## src/include/lsu_defines.svh

```systemverilog
`ifndef LSU_DEFINES_SVH
`define LSU_DEFINES_SVH

// Data and address width
`define LSU_DATA_W 32

// Byte lanes per word
`define LSU_BYTES 4

// Lane pattern of an access that does not fit its word
`define LSU_BE_NONE 4'b0000

`endif
```

## src/hw/lsu_bus_pkg.sv

```systemverilog
`default_nettype none

`include "lsu_defines.svh"

package lsu_bus_pkg;

    // One bus word, seen as lanes or as halfwords
    typedef union packed {
        logic [`LSU_BYTES-1:0][7:0] lane;
        logic [1:0][15:0]           half;
    } lsu_word_u;

    typedef enum logic [1:0] {
        IDLE = 2'd0,
        BUS  = 2'd1,    // Wishbone cycle open
        DONE = 2'd2
    } lsu_state_e;

endpackage

`default_nettype wire

```

## src/hw/mips_isa_pkg.sv

```systemverilog
`default_nettype none

package mips_isa_pkg;

    typedef enum logic [5:0] {
        LB  = 6'b100000,
        LH  = 6'b100001,
        LWL = 6'b100010,
        LW  = 6'b100011,
        LBU = 6'b100100,
        LHU = 6'b100101,
        LWR = 6'b100110,
        SB  = 6'b101000,
        SH  = 6'b101001,
        SW  = 6'b101011,
        LUI = 6'b001111
    } opcode_e;

    typedef enum logic [1:0] {
        OTHER = 2'd0,
        LOAD  = 2'd1,
        STORE = 2'd2,
        ALU   = 2'd3
    } instr_type_e;

    typedef enum logic [2:0] {
        ACC_NONE,
        ACC_BYTE,
        ACC_HALF,
        ACC_WORD,
        ACC_LEFT,
        ACC_RIGHT
    } access_size_e;

    function automatic access_size_e op_size(opcode_e op);
        case (op)
            LB, LBU, SB: return ACC_BYTE;
            LH, LHU, SH: return ACC_HALF;
            LW, SW:      return ACC_WORD;
            LWL:         return ACC_LEFT;
            LWR:         return ACC_RIGHT;
            default:     return ACC_NONE;    // LUI
        endcase
    endfunction

    function automatic logic op_is_store(opcode_e op);
        return op inside {SB, SH, SW};
    endfunction

endpackage

`default_nettype wire

```

## src/hw/mips_lsu.sv

```systemverilog
`default_nettype none

`include "lsu_defines.svh"

module mips_lsu (
    input  logic                      clk,
    input  logic                      rst,
    input  logic                      start,
    input  mips_isa_pkg::opcode_e     op,
    input  mips_isa_pkg::instr_type_e instr_type,
    input  logic [`LSU_DATA_W-1:0]    addr,
    input  logic [`LSU_DATA_W-1:0]    store_data,
    input  logic [`LSU_DATA_W-1:0]    reg_old,
    output logic                      busy,
    output logic                      done,
    output logic                      misaligned,
    output logic [`LSU_DATA_W-1:0]    result,
    output logic                      wb_cyc,
    output logic                      wb_stb,
    output logic                      wb_we,
    output logic [`LSU_DATA_W-1:0]    wb_adr,
    output logic [`LSU_BYTES-1:0]     wb_sel,
    output logic [`LSU_DATA_W-1:0]    wb_dat_w,
    input  logic [`LSU_DATA_W-1:0]    wb_dat_r,
    input  logic                      wb_ack
);

    import mips_isa_pkg::*;

    opcode_e                op_q;
    instr_type_e            type_q;
    logic [`LSU_DATA_W-1:0] addr_q;
    logic [`LSU_DATA_W-1:0] store_data_q;
    logic [`LSU_DATA_W-1:0] reg_old_q;
    logic [`LSU_DATA_W-1:0] load_value;

    lsu_ctrl ctrl_inst (
        .clk          (clk),
        .rst          (rst),
        .start        (start),
        .op           (op),
        .instr_type   (instr_type),
        .addr         (addr),
        .store_data   (store_data),
        .reg_old      (reg_old),
        .byteenable   (wb_sel),
        .load_value   (load_value),
        .wb_ack       (wb_ack),
        .op_q         (op_q),
        .type_q       (type_q),
        .addr_q       (addr_q),
        .store_data_q (store_data_q),
        .reg_old_q    (reg_old_q),
        .wb_cyc       (wb_cyc),
        .wb_stb       (wb_stb),
        .wb_we        (wb_we),
        .busy         (busy),
        .done         (done),
        .misaligned   (misaligned),
        .result       (result)
    );

    mips_cpu_memint memint_inst (
        .cpu_out    (addr_q),
        .op         (op_q),
        .instr_type (type_q),
        .mem_addr   (wb_adr),
        .byteenable (wb_sel)
    );

    lsu_store_align store_align_inst (
        .op         (op_q),
        .store_data (store_data_q),
        .wb_dat_w   (wb_dat_w)
    );

    lsu_load_merge load_merge_inst (
        .op         (op_q),
        .byte_idx   (addr_q[1:0]),
        .rd_word    (wb_dat_r),
        .reg_old    (reg_old_q),
        .load_value (load_value)
    );

endmodule

`default_nettype wire

```

## src/hw/lsu_ctrl.sv

```systemverilog
`default_nettype none

`include "lsu_defines.svh"

module lsu_ctrl (
    input  logic                      clk,
    input  logic                      rst,
    input  logic                      start,
    input  mips_isa_pkg::opcode_e     op,
    input  mips_isa_pkg::instr_type_e instr_type,
    input  logic [`LSU_DATA_W-1:0]    addr,
    input  logic [`LSU_DATA_W-1:0]    store_data,
    input  logic [`LSU_DATA_W-1:0]    reg_old,
    input  logic [`LSU_BYTES-1:0]     byteenable,
    input  logic [`LSU_DATA_W-1:0]    load_value,
    input  logic                      wb_ack,
    output mips_isa_pkg::opcode_e     op_q,
    output mips_isa_pkg::instr_type_e type_q,
    output logic [`LSU_DATA_W-1:0]    addr_q,
    output logic [`LSU_DATA_W-1:0]    store_data_q,
    output logic [`LSU_DATA_W-1:0]    reg_old_q,
    output logic                      wb_cyc,
    output logic                      wb_stb,
    output logic                      wb_we,
    output logic                      busy,
    output logic                      done,
    output logic                      misaligned,
    output logic [`LSU_DATA_W-1:0]    result
);

    import mips_isa_pkg::*;
    import lsu_bus_pkg::*;

    lsu_state_e             state;
    opcode_e                op_r;
    instr_type_e            type_r;
    logic [`LSU_DATA_W-1:0] addr_r;
    logic [`LSU_DATA_W-1:0] store_data_r;
    logic [`LSU_DATA_W-1:0] reg_old_r;
    logic                   is_store;
    logic                   is_load;
    logic                   mem_req;
    logic                   bad_lanes;
    logic                   accept;
    logic                   go_bus;

    // When idle the request goes straight through, so its lanes are known at accept
    assign op_q         = (state == IDLE) ? op : op_r;
    assign type_q       = (state == IDLE) ? instr_type : type_r;
    assign addr_q       = (state == IDLE) ? addr : addr_r;
    assign store_data_q = (state == IDLE) ? store_data : store_data_r;
    assign reg_old_q    = (state == IDLE) ? reg_old : reg_old_r;

    assign is_store  = op_is_store(op_q);
    assign is_load   = (op_size(op_q) != ACC_NONE) && !is_store;
    assign mem_req   = (type_q == LOAD && is_load) || (type_q == STORE && is_store);
    assign bad_lanes = (byteenable == `LSU_BE_NONE);
    assign go_bus    = mem_req && !bad_lanes;
    assign accept    = start && !busy;

    assign busy  = (state != IDLE);
    assign done  = (state == DONE);
    assign wb_we = wb_cyc && is_store;

    always_ff @(posedge clk) begin
        if (accept) begin
            op_r         <= op;
            type_r       <= instr_type;
            addr_r       <= addr;
            store_data_r <= store_data;
            reg_old_r    <= reg_old;
        end
    end

    always_ff @(posedge clk) begin
        if (rst) begin
            state      <= IDLE;
            wb_cyc     <= 1'b0;
            wb_stb     <= 1'b0;
            misaligned <= 1'b0;
        end else begin
            misaligned <= 1'b0;
            case (state)
                IDLE: begin
                    if (start) begin
                        state      <= go_bus ? BUS : DONE;
                        wb_cyc     <= go_bus;
                        wb_stb     <= go_bus;
                        misaligned <= mem_req && bad_lanes;
                    end
                end
                BUS: begin
                    if (wb_ack) begin
                        state  <= DONE;
                        wb_cyc <= 1'b0;
                        wb_stb <= 1'b0;
                    end
                end
                default: begin
                    state <= IDLE;
                end
            endcase
        end
    end

    always_ff @(posedge clk) begin
        if (accept && !go_bus) begin
            result <= reg_old_q;    // No bus cycle
        end else if (wb_cyc && wb_ack) begin
            result <= is_load ? load_value : reg_old_q;
        end
    end

    a_stb_with_cyc: assert property (@(posedge clk) disable iff (rst)
        $rose(wb_stb) |-> wb_cyc);

    // Lanes come back from the decoder, so this covers the whole request path
    a_bus_stable: assert property (@(posedge clk) disable iff (rst)
        (wb_cyc && !wb_ack) |=> ($stable(addr_q) && $stable(byteenable) && $stable(wb_we)));

    a_done_pulse: assert property (@(posedge clk) disable iff (rst)
        done |=> !done);

endmodule

`default_nettype wire

```

## src/hw/lsu_load_merge.sv

```systemverilog
`default_nettype none

`include "lsu_defines.svh"

module lsu_load_merge (
    input  mips_isa_pkg::opcode_e  op,
    input  logic [1:0]             byte_idx,
    input  logic [`LSU_DATA_W-1:0] rd_word,
    input  logic [`LSU_DATA_W-1:0] reg_old,
    output logic [`LSU_DATA_W-1:0] load_value
);

    import mips_isa_pkg::*;
    import lsu_bus_pkg::*;

    lsu_word_u             rd;
    lsu_word_u             old;
    lsu_word_u             merged;
    logic [7:0]            sel_byte;
    logic [15:0]           sel_half;
    logic [`LSU_BYTES-1:0] take_mem;

    assign rd       = rd_word;
    assign old      = reg_old;
    assign sel_byte = rd.lane[byte_idx];
    assign sel_half = rd.half[byte_idx[1]];    // Index is even here

    always_comb begin
        case (op)
            LWL:     take_mem = 4'b1111 << byte_idx;
            LWR:     take_mem = 4'b1111 >> (2'd3 - byte_idx);
            default: take_mem = '1;
        endcase
    end

    // Lanes not taken from memory keep the old register bytes
    always_comb begin
        for (int j = 0; j < `LSU_BYTES; j++) begin
            merged.lane[j] = take_mem[j] ? rd.lane[j] : old.lane[j];
        end
    end

    always_comb begin
        case (op)
            LB: begin
                load_value = {{24{sel_byte[7]}}, sel_byte};
            end
            LBU: begin
                load_value = {24'b0, sel_byte};
            end
            LH: begin
                load_value = {{16{sel_half[15]}}, sel_half};
            end
            LHU: begin
                load_value = {16'b0, sel_half};
            end
            LW: begin
                load_value = rd_word;
            end
            LWL, LWR: begin
                load_value = merged;
            end
            default: begin
                load_value = reg_old;    // Not a load
            end
        endcase
    end

endmodule

`default_nettype wire

```

## src/hw/lsu_store_align.sv

```systemverilog
`default_nettype none

`include "lsu_defines.svh"

module lsu_store_align (
    input  mips_isa_pkg::opcode_e  op,
    input  logic [`LSU_DATA_W-1:0] store_data,
    output logic [`LSU_DATA_W-1:0] wb_dat_w
);

    import mips_isa_pkg::*;
    import lsu_bus_pkg::*;

    lsu_word_u src;
    lsu_word_u rep;

    assign src = store_data;

    // The slave picks the right copy through wb_sel
    always_comb begin
        rep = src;    // SW as is
        case (op)
            SB: begin
                for (int i = 0; i < `LSU_BYTES; i++) begin
                    rep.lane[i] = src.lane[0];
                end
            end
            SH: begin
                rep.half[0] = src.half[0];
                rep.half[1] = src.half[0];
            end
            default: begin
                rep = src;
            end
        endcase
    end

    assign wb_dat_w = rep;

endmodule

`default_nettype wire

```

## src/hw/mips_cpu_memint.sv

```systemverilog
`default_nettype none

`include "lsu_defines.svh"

module mips_cpu_memint (
    input  logic [`LSU_DATA_W-1:0]    cpu_out,
    input  mips_isa_pkg::opcode_e     op,
    input  mips_isa_pkg::instr_type_e instr_type,
    output logic [`LSU_DATA_W-1:0]    mem_addr,
    output logic [`LSU_BYTES-1:0]     byteenable
);

    import mips_isa_pkg::*;

    logic [1:0]   byte_idx;
    access_size_e size;

    assign byte_idx = cpu_out[1:0];
    assign mem_addr = {cpu_out[`LSU_DATA_W-1:2], 2'b00};
    assign size     = op_size(op);

    always_comb begin
        if (instr_type == LOAD || instr_type == STORE) begin
            case (size)
                ACC_BYTE: begin
                    byteenable = 4'b0001 << byte_idx;
                end
                ACC_HALF: begin
                    if (byte_idx[0]) begin
                        byteenable = `LSU_BE_NONE;    // Odd halfword
                    end else begin
                        byteenable = 4'b0011 << byte_idx;
                    end
                end
                ACC_LEFT: begin
                    byteenable = 4'b1111 << byte_idx;    // Lanes k up to 3
                end
                ACC_RIGHT: begin
                    byteenable = 4'b1111 >> (2'd3 - byte_idx);    // Lanes 0 up to k
                end
                default: begin
                    byteenable = '1;    // Whole word, also LUI
                end
            endcase
        end else begin
            byteenable = '1;
        end
    end

endmodule

`default_nettype wire

```

## config.mk

```make
export PLATFORM = sky130hd
export DESIGN_NAME = mips_lsu
export DESIGN_NICKNAME = d
export VERILOG_FILES = /design/src/hw/lsu_bus_pkg.sv /design/src/hw/mips_isa_pkg.sv /design/src/hw/mips_lsu.sv /design/src/hw/lsu_ctrl.sv /design/src/hw/lsu_load_merge.sv /design/src/hw/lsu_store_align.sv /design/src/hw/mips_cpu_memint.sv
export VERILOG_INCLUDE_DIRS = /design/src /design/src/include
export SDC_FILE = /design/constraint.sdc
export NUM_CORES = 1
export LEC_CHECK = 0
export BUFFER_PORTS_ARGS = -buffer_cell sky130_fd_sc_hd__buf_2
export CELL_PAD_IN_SITES_DETAIL_PLACEMENT = 0
export CELL_PAD_IN_SITES_GLOBAL_PLACEMENT = 1
export CORE_ASPECT_RATIO = 1.75
export CORE_UTILIZATION = 30
export DETAILED_ROUTE_END_ITERATION = 12
export MAX_ROUTING_LAYER = met4
export PLACE_DENSITY = 0.72
export SLEW_MARGIN = 20
export SYNTH_ARGS = -nofsm -noshare
export SYNTH_HDL_FRONTEND = slang
export SYNTH_SLANG_ARGS = --single-unit
```

## constraint.sdc

```tcl
create_clock -name clk -period 11.65 [get_ports clk]
set_input_delay 2.9125 -clock clk [delete_from_list [all_inputs] [get_ports clk]]
set_output_delay 2.9125 -clock clk [all_outputs]
set_load 0.03 [all_outputs]
```

# ---- After elaboration in Yosys (flattened, before gate mapping)
# Index checks and enable logic that the tools add are counted.
dict set report totals {
  regBits 140
  input_bits 140
  output_inout_bits 106
  elab_cells 97
}
dict set report classes {
  n_addsub 1
  n_lt_le_gt_ge 2
  n_eq_ne 20
  n_shift 4
  muxes 30
  bitwise 2
  n_reduce_logical 29
}
# op count
set ops {}
lappend ops {{$mux W32} 6}
lappend ops {{$pmux W32 S6} 1}
lappend ops {{$pmux W32 S2} 1}
lappend ops {{$eq A6 B6 Y1 const B} 10}
lappend ops {{$mux W8} 5}
lappend ops {{$mux W16} 2}
lappend ops {{$bmux W8 S2} 1}
lappend ops {{$pmux W4 S4} 1}
lappend ops {{$pmux W3 S5} 1}
lappend ops {{$logic_and A1 B1 Y1} 9}
lappend ops {{$reduce_or A3 Y1} 3}
lappend ops {{$mux W2} 4}
lappend ops {{$mux W4} 2}
lappend ops {{$pmux W4 S2} 1}
lappend ops {{$eq A3 B3 Y1 const B} 2}
lappend ops {{$mux W6} 1}
lappend ops {{$reduce_bool A2 Y1} 3}
lappend ops {{$reduce_bool A3 Y1} 2}
lappend ops {{$eq A2 B1 Y1 const B} 2}
lappend ops {{$eq A2 B2 Y1 const B} 2}
lappend ops {{$logic_not A1 Y1} 4}
lappend ops {{$logic_not A4 Y1} 1}
lappend ops {{$ne A2 B2 Y1 const B} 2}
lappend ops {{$pmux W2 S2} 1}
lappend ops {{17 further kinds} 21}

# ---- Longest topological paths before layout
dict set report depth {
  depth_word 14
  ltp_mapped 15
  ltp_nobuf 10
}

# ---- Modules after synthesis
# A second synthesis with hierarchy kept.
dict set report hier_totals {
  hier_cells 559
  area_unflattened_um2 8112.8
}
# module n_inst cells_per_inst area_per_inst_um2 seq_area_each_um2
set by_module_without_submodules {}
lappend by_module_without_submodules {lsu_ctrl 1 336 6104.6 4164.0}
lappend by_module_without_submodules {lsu_load_merge 1 109 1024.7 0.0}
lappend by_module_without_submodules {lsu_store_align 1 47 539.3 0.0}
lappend by_module_without_submodules {mips_cpu_memint 1 67 444.2 0.0}

# ---- Worst setup path before layout
# No wires, ideal clock.
dict set report synth_timing {
  kind {input to output}
  startpoint {in op[4]}
  endpoint {out wb_dat_w[10]}
  t_arrival_ns 4.816
  required_time_ns 8.738
  setup_slack_ns 3.922
  cell_stages 7
  n_path_buf 2
  path_cell_list {or4b_4 -> o21ai_2 -> o211ai_1 -> nand2b_1 -> clkbuf_1 -> clkbuf_1 -> a21oi_1}
}
dict set report synth_via {
  elab_chain_len 3
  word_cells_on_any_way 4
  cone_classes {2 x eq/ne; 2 x mux}
}
# item line_no
set synth_rtl {}
lappend synth_rtl {{from (decl)} mips_lsu.sv:9} ;# input mips_isa_pkg::opcode_e op,
lappend synth_rtl {{$mux W6 (*)} lsu_ctrl.sv:48} ;# assign op_q = (state == IDLE) ? op : op_r;
lappend synth_rtl {{$eq A6 B6 Y1} lsu_store_align.sv:22} ;# case (op)
lappend synth_rtl {{$pmux W32 S2 (*)} lsu_store_align.sv:22}
lappend synth_rtl {{to (decl)} mips_lsu.sv:23} ;# output logic [`LSU_DATA_W-1:0] wb_dat_w,
# Mark *: on every way between the ends. The rest lies on a longest branch, timed or not.

# ---- Worst setup path after layout
dict set report layout_timing {
  startpoint {in op[4]}
  endpoint {out wb_sel[3]}
}
dict set report layout_via {
  elab_chain_len 7
  word_cells_on_any_way 21
  cone_classes {14 x eq/ne; 4 x mux; 3 x reduce/logical}
}
# item line_no
set layout_rtl {}
lappend layout_rtl {{$mux W6 (*)} lsu_ctrl.sv:48}
lappend layout_rtl {{$eq A6 B6 Y1} mips_isa_pkg.sv:36} ;# case (op)
lappend layout_rtl {{$reduce_or A3 Y1 or $reduce_or A2 Y1 (tied branches)} mips_isa_pkg.sv:36}
lappend layout_rtl {{$pmux W3 S5 (*)} mips_isa_pkg.sv:36}
lappend layout_rtl {{$eq A3 B3 Y1, or another cell as far along} mips_cpu_memint.sv:24} ;# case (size)
lappend layout_rtl {{$pmux W4 S4 (*)} mips_cpu_memint.sv:24}
lappend layout_rtl {{$mux W4 (*)} mips_cpu_memint.sv:23} ;# if (instr_type == LOAD || instr_type == STORE) begin
lappend layout_rtl {{to (decl)} mips_lsu.sv:22} ;# output logic [`LSU_BYTES-1:0] wb_sel,
# Marked as above.

==> metrics.md <==
| Metric | Value |
|---|---|
| Routability Congestion | `0.874` |
| Clk root buf | `clkbuf_16` |
| Yosys cell types | `64` |
| Initial DRT Pass Iterations | `7` |
| RSZ-0062 raised after global routing | `no` |
| Max_cap viols | `0` |
| Via count | `6307` |
| Vias in the first global route | `6314` |
| Starting density of the core | `30.5%` |
| Die Ht | `208 um` |
| Crit Path Category | `input pin to primary output` |
| Total GRT Usage | `20.3%` |
| CTS Hold Bufs | `0` |
| Worst-Margin Slew | `1080 ps` |
| Top-area cell type share of the netlist area | `55.9%` |
| Crit path required time | `8740 ps` |
| Initial antenna violation count | `8` |
| Fmax | `0.125 GHz` |
| HPWL after detailed placement | `17700 um` |
| Min Tclk post-route | `8000 ps` |
| Worst EP arrival | `5090 ps` |
| DRT antenna net count | `0` |
| Remaining global-route overflow | `0` |
| Worst Path Max Fanout | `13` |
| Register Area | `4160 um^2` |
| Buffers on Ports | `243` |
| Crit path max-delay cell type | `nor3_2` |
| Tot Pwr | `1.54 mW` |
| Die W | `120 um` |
| Peak supply drop | `0.0971 mV` |
| Status | `finished clean` |
| Seq pwr share | `39.9%` |
| Clk_lat worst skew | `430 ps` |
| Mapped Area | `7310 um^2` |
| Switching pwr | `464 uW` |
| CP delay by family, top | `simple AND/OR/NAND/NOR gates` |
| Clock sink count | `140` |
| Relative slew slack | `26.5%` |
| Largest cells by area after synthesis | `edfxtp_1 (56%), nand2_1 (9.3%), mux2i_1 (8.6%)` |
| Post-synth top cells | `nand2_1 (182), edfxtp_1 (136), mux2i_1 (63), a21oi_1 (45), o22ai_1 (25)` |
| Clock Path Buffers | `2` |
| I/O pin total | `246` |
| Switching Fraction | `30.1%` |
| Slowest Stage Delay on Critical Path | `820 ps` |
| Combinational share of power | `20.6%` |
| Lkg Pwr | `4.18 nW` |
| Routed WL per cell | `19.7 um` |
| Most common flop cell mapped by yosys | `edfxtp_1` |
| Inst Count DP | `1202` |
| Routed vias/inst | `5.08` |
| Row cnt | `75` |
| Fin crit share | `68.7%` |
| Clk pwr share | `39.6%` |
| Final setup vio count | `0` |
| Global-route wire length before repair | `36700 um` |
| DIE AREA | `25000 um^2` |
| Fin util | `39.7%` |
| Final Skew | `7.59 ps` |
| Layout cell share with drive strength beyond 1 | `32.6%` |
| Aggregate negative setup slack | `0 ps` |
| Area leader, netlist | `edfxtp_1` |
| Final wirelength | `24500 um` |
| Core area | `23900 um^2` |
| Residual DRC count | `0` |
| Clock transition at path regs | `60 ps` |
| #FFs+latches synth | `140` |
| Type of destination of the critical path | `primary output` |
| Seq/Total Area, Yosys | `57.0%` |
| Fillers | `2453` |
| Asr flop ratio synth | `0%` |
| Post-CTS sizing | `0` |
| H-tree levels | `4` |
| Synth Warn # | `0` |
| Crit path top cell by count | `buf_2` |
| Inserted Clock Buffers | `17` |
| Post-synth EDFFs | `136` |
| Buffers & Inverters on Critical Path | `2` |
| Most numerous cell in the Yosys netlist | `nand2_1` |
| Drt initial violations | `468` |
| Worst-path cell chain | `buf_2 -> or4b_4 -> o21a_1 -> nor3_2 -> nand2_1 -> a21o_1 -> buf_2` |
| Net count, final | `1055` |
| Internal power | `1.08 mW` |
| Min-delay worst type | `flip-flop to flip-flop` |
| CTS tree | `yes` |
| Cells after Synth | `679` |
| Final Non-Filler Cells | `1241` |
| Final hold violation count | `0` |
| Largest net degree at the start of global routing | `74` |
| # Post-CTS Setup Buffers | `0` |
| PD cells | `162 nW/um^2` |
| Area growth syn-to-layout | `30.0%` |
| CP startpoint kind | `input pin` |
| Max Slew Vio Count | `0` |
| Area of the multi-input gates | `2920 um^2` |
| Avg Inst Size Synth | `10.8 um^2` |
## state kept, by name, summed over array words and instances, names as in the netlist
name                    flops
ctrl_inst.type_r            2
ctrl_inst.store_data_r     32
ctrl_inst.wb_cyc            1
ctrl_inst.result           32
ctrl_inst.op_r              6
ctrl_inst.reg_old_r        32
ctrl_inst.misaligned        1
ctrl_inst.state             2
ctrl_inst.addr_r           32
## kinds of logic (layout without fill, tap and decap cells)
group | Yosys count | in the layout | share of synthesized area (%)
mux | 66 | 66 | 9.09
flops | 140 | 140 | 57.0
compound gates | 162 | 162 | 15.5
buf+inv | 57 | 303 | 3.34
other cells | 1 | 9 | 0.0513
fa+ha+maj | 2 | 2 | 0.342
simple gates | 249 | 249 | 14.5
xor+xnor | 2 | 2 | 0.240
## cell type report
cell class / count / area share, %
well taps: 308 / 4.06
clock inverters: 15 / 2.32
flip-flops and latches: 140 / 43.8
diodes: 7 / 0.184
repair buffers: 253 / 13.6
multi-input cells: 483 / 30.8
clock buffers: 17 / 4.48
inverters: 18 / 0.738
## routing by layer
layer / vias up / wire (um) / track usage, %
li1: 3010 / - / -
met5: - / 0 / -
met3: 38 / 1120 / 4.25
met4: 0 / 656 / 8.45
met1: 3034 / 9490 / 22.2
met2: 225 / 13200 / 35.2
## per-stage QoR
step | hold slack (ps) | setup slack [ps] | cell area [um^2]
finish | 617 | 3650 | 9500
global placement | 593 | 3680 | 8830
global route | 647 | 3500 | 9500
CTS | 613 | 3640 | 9470
floorplan | 563 | 3920 | 7310
detailed placement | 608 | 3650 | 8830
## power by group through the flow
stage	clock network (mW)	registers, mW	logic [mW]
5_1_grt	0.640	0.617	0.341
2_1_floorplan	0	0.647	0.182
3_5_place_dp	0	0.624	0.318
3_3_place_gp	0	0.624	0.317
6_report	0.610	0.614	0.317
4_1_cts	0.623	0.614	0.319
## placed cells by master (no fill, tap or decap), drive strengths merged, types with 3 or more instances in the layout
cell type  instances
a21boi             3
nor2              24
edfxtp           136
mux2i             63
clkbuf            17
clkinv             5
mux2               3
nand2b             4
a22oi             14
or2                3
nor2b              3
o211ai             3
nor4b              3
a222oi             8
clkinvlp           3
o22ai             25
dfxtp              4
nand2            182
a21oi             45
nand3              3
inv               20
a31oi             14
o31ai              5
o21ai             22
a221oi             4
a21o               4
nor3              10
bufinv             5
nand3b             3
diode              7
o21a               4
buf              253
## tightest hold or removal path: stages, from the launching register on
cell and delay, ps:
edfxtp_1 320, mux2i_1 60, o22ai_1 110
## worst paths after layout
path / start / end / slack, ps / cells past startpoint
worst min register to register: ctrl_inst.reg_old_r[0] / ctrl_inst.result[0] / 620 / 2
worst min-delay path: ctrl_inst.reg_old_r[0] / ctrl_inst.result[0] / 620 / 2
worst max-delay path: op[4] / wb_sel[3] / 3650 / 7
worst max register to register: ctrl_inst.state[1] / ctrl_inst.result[29] / 6790 / 9
No activity file was read; power rests on OpenSTA's default activity.
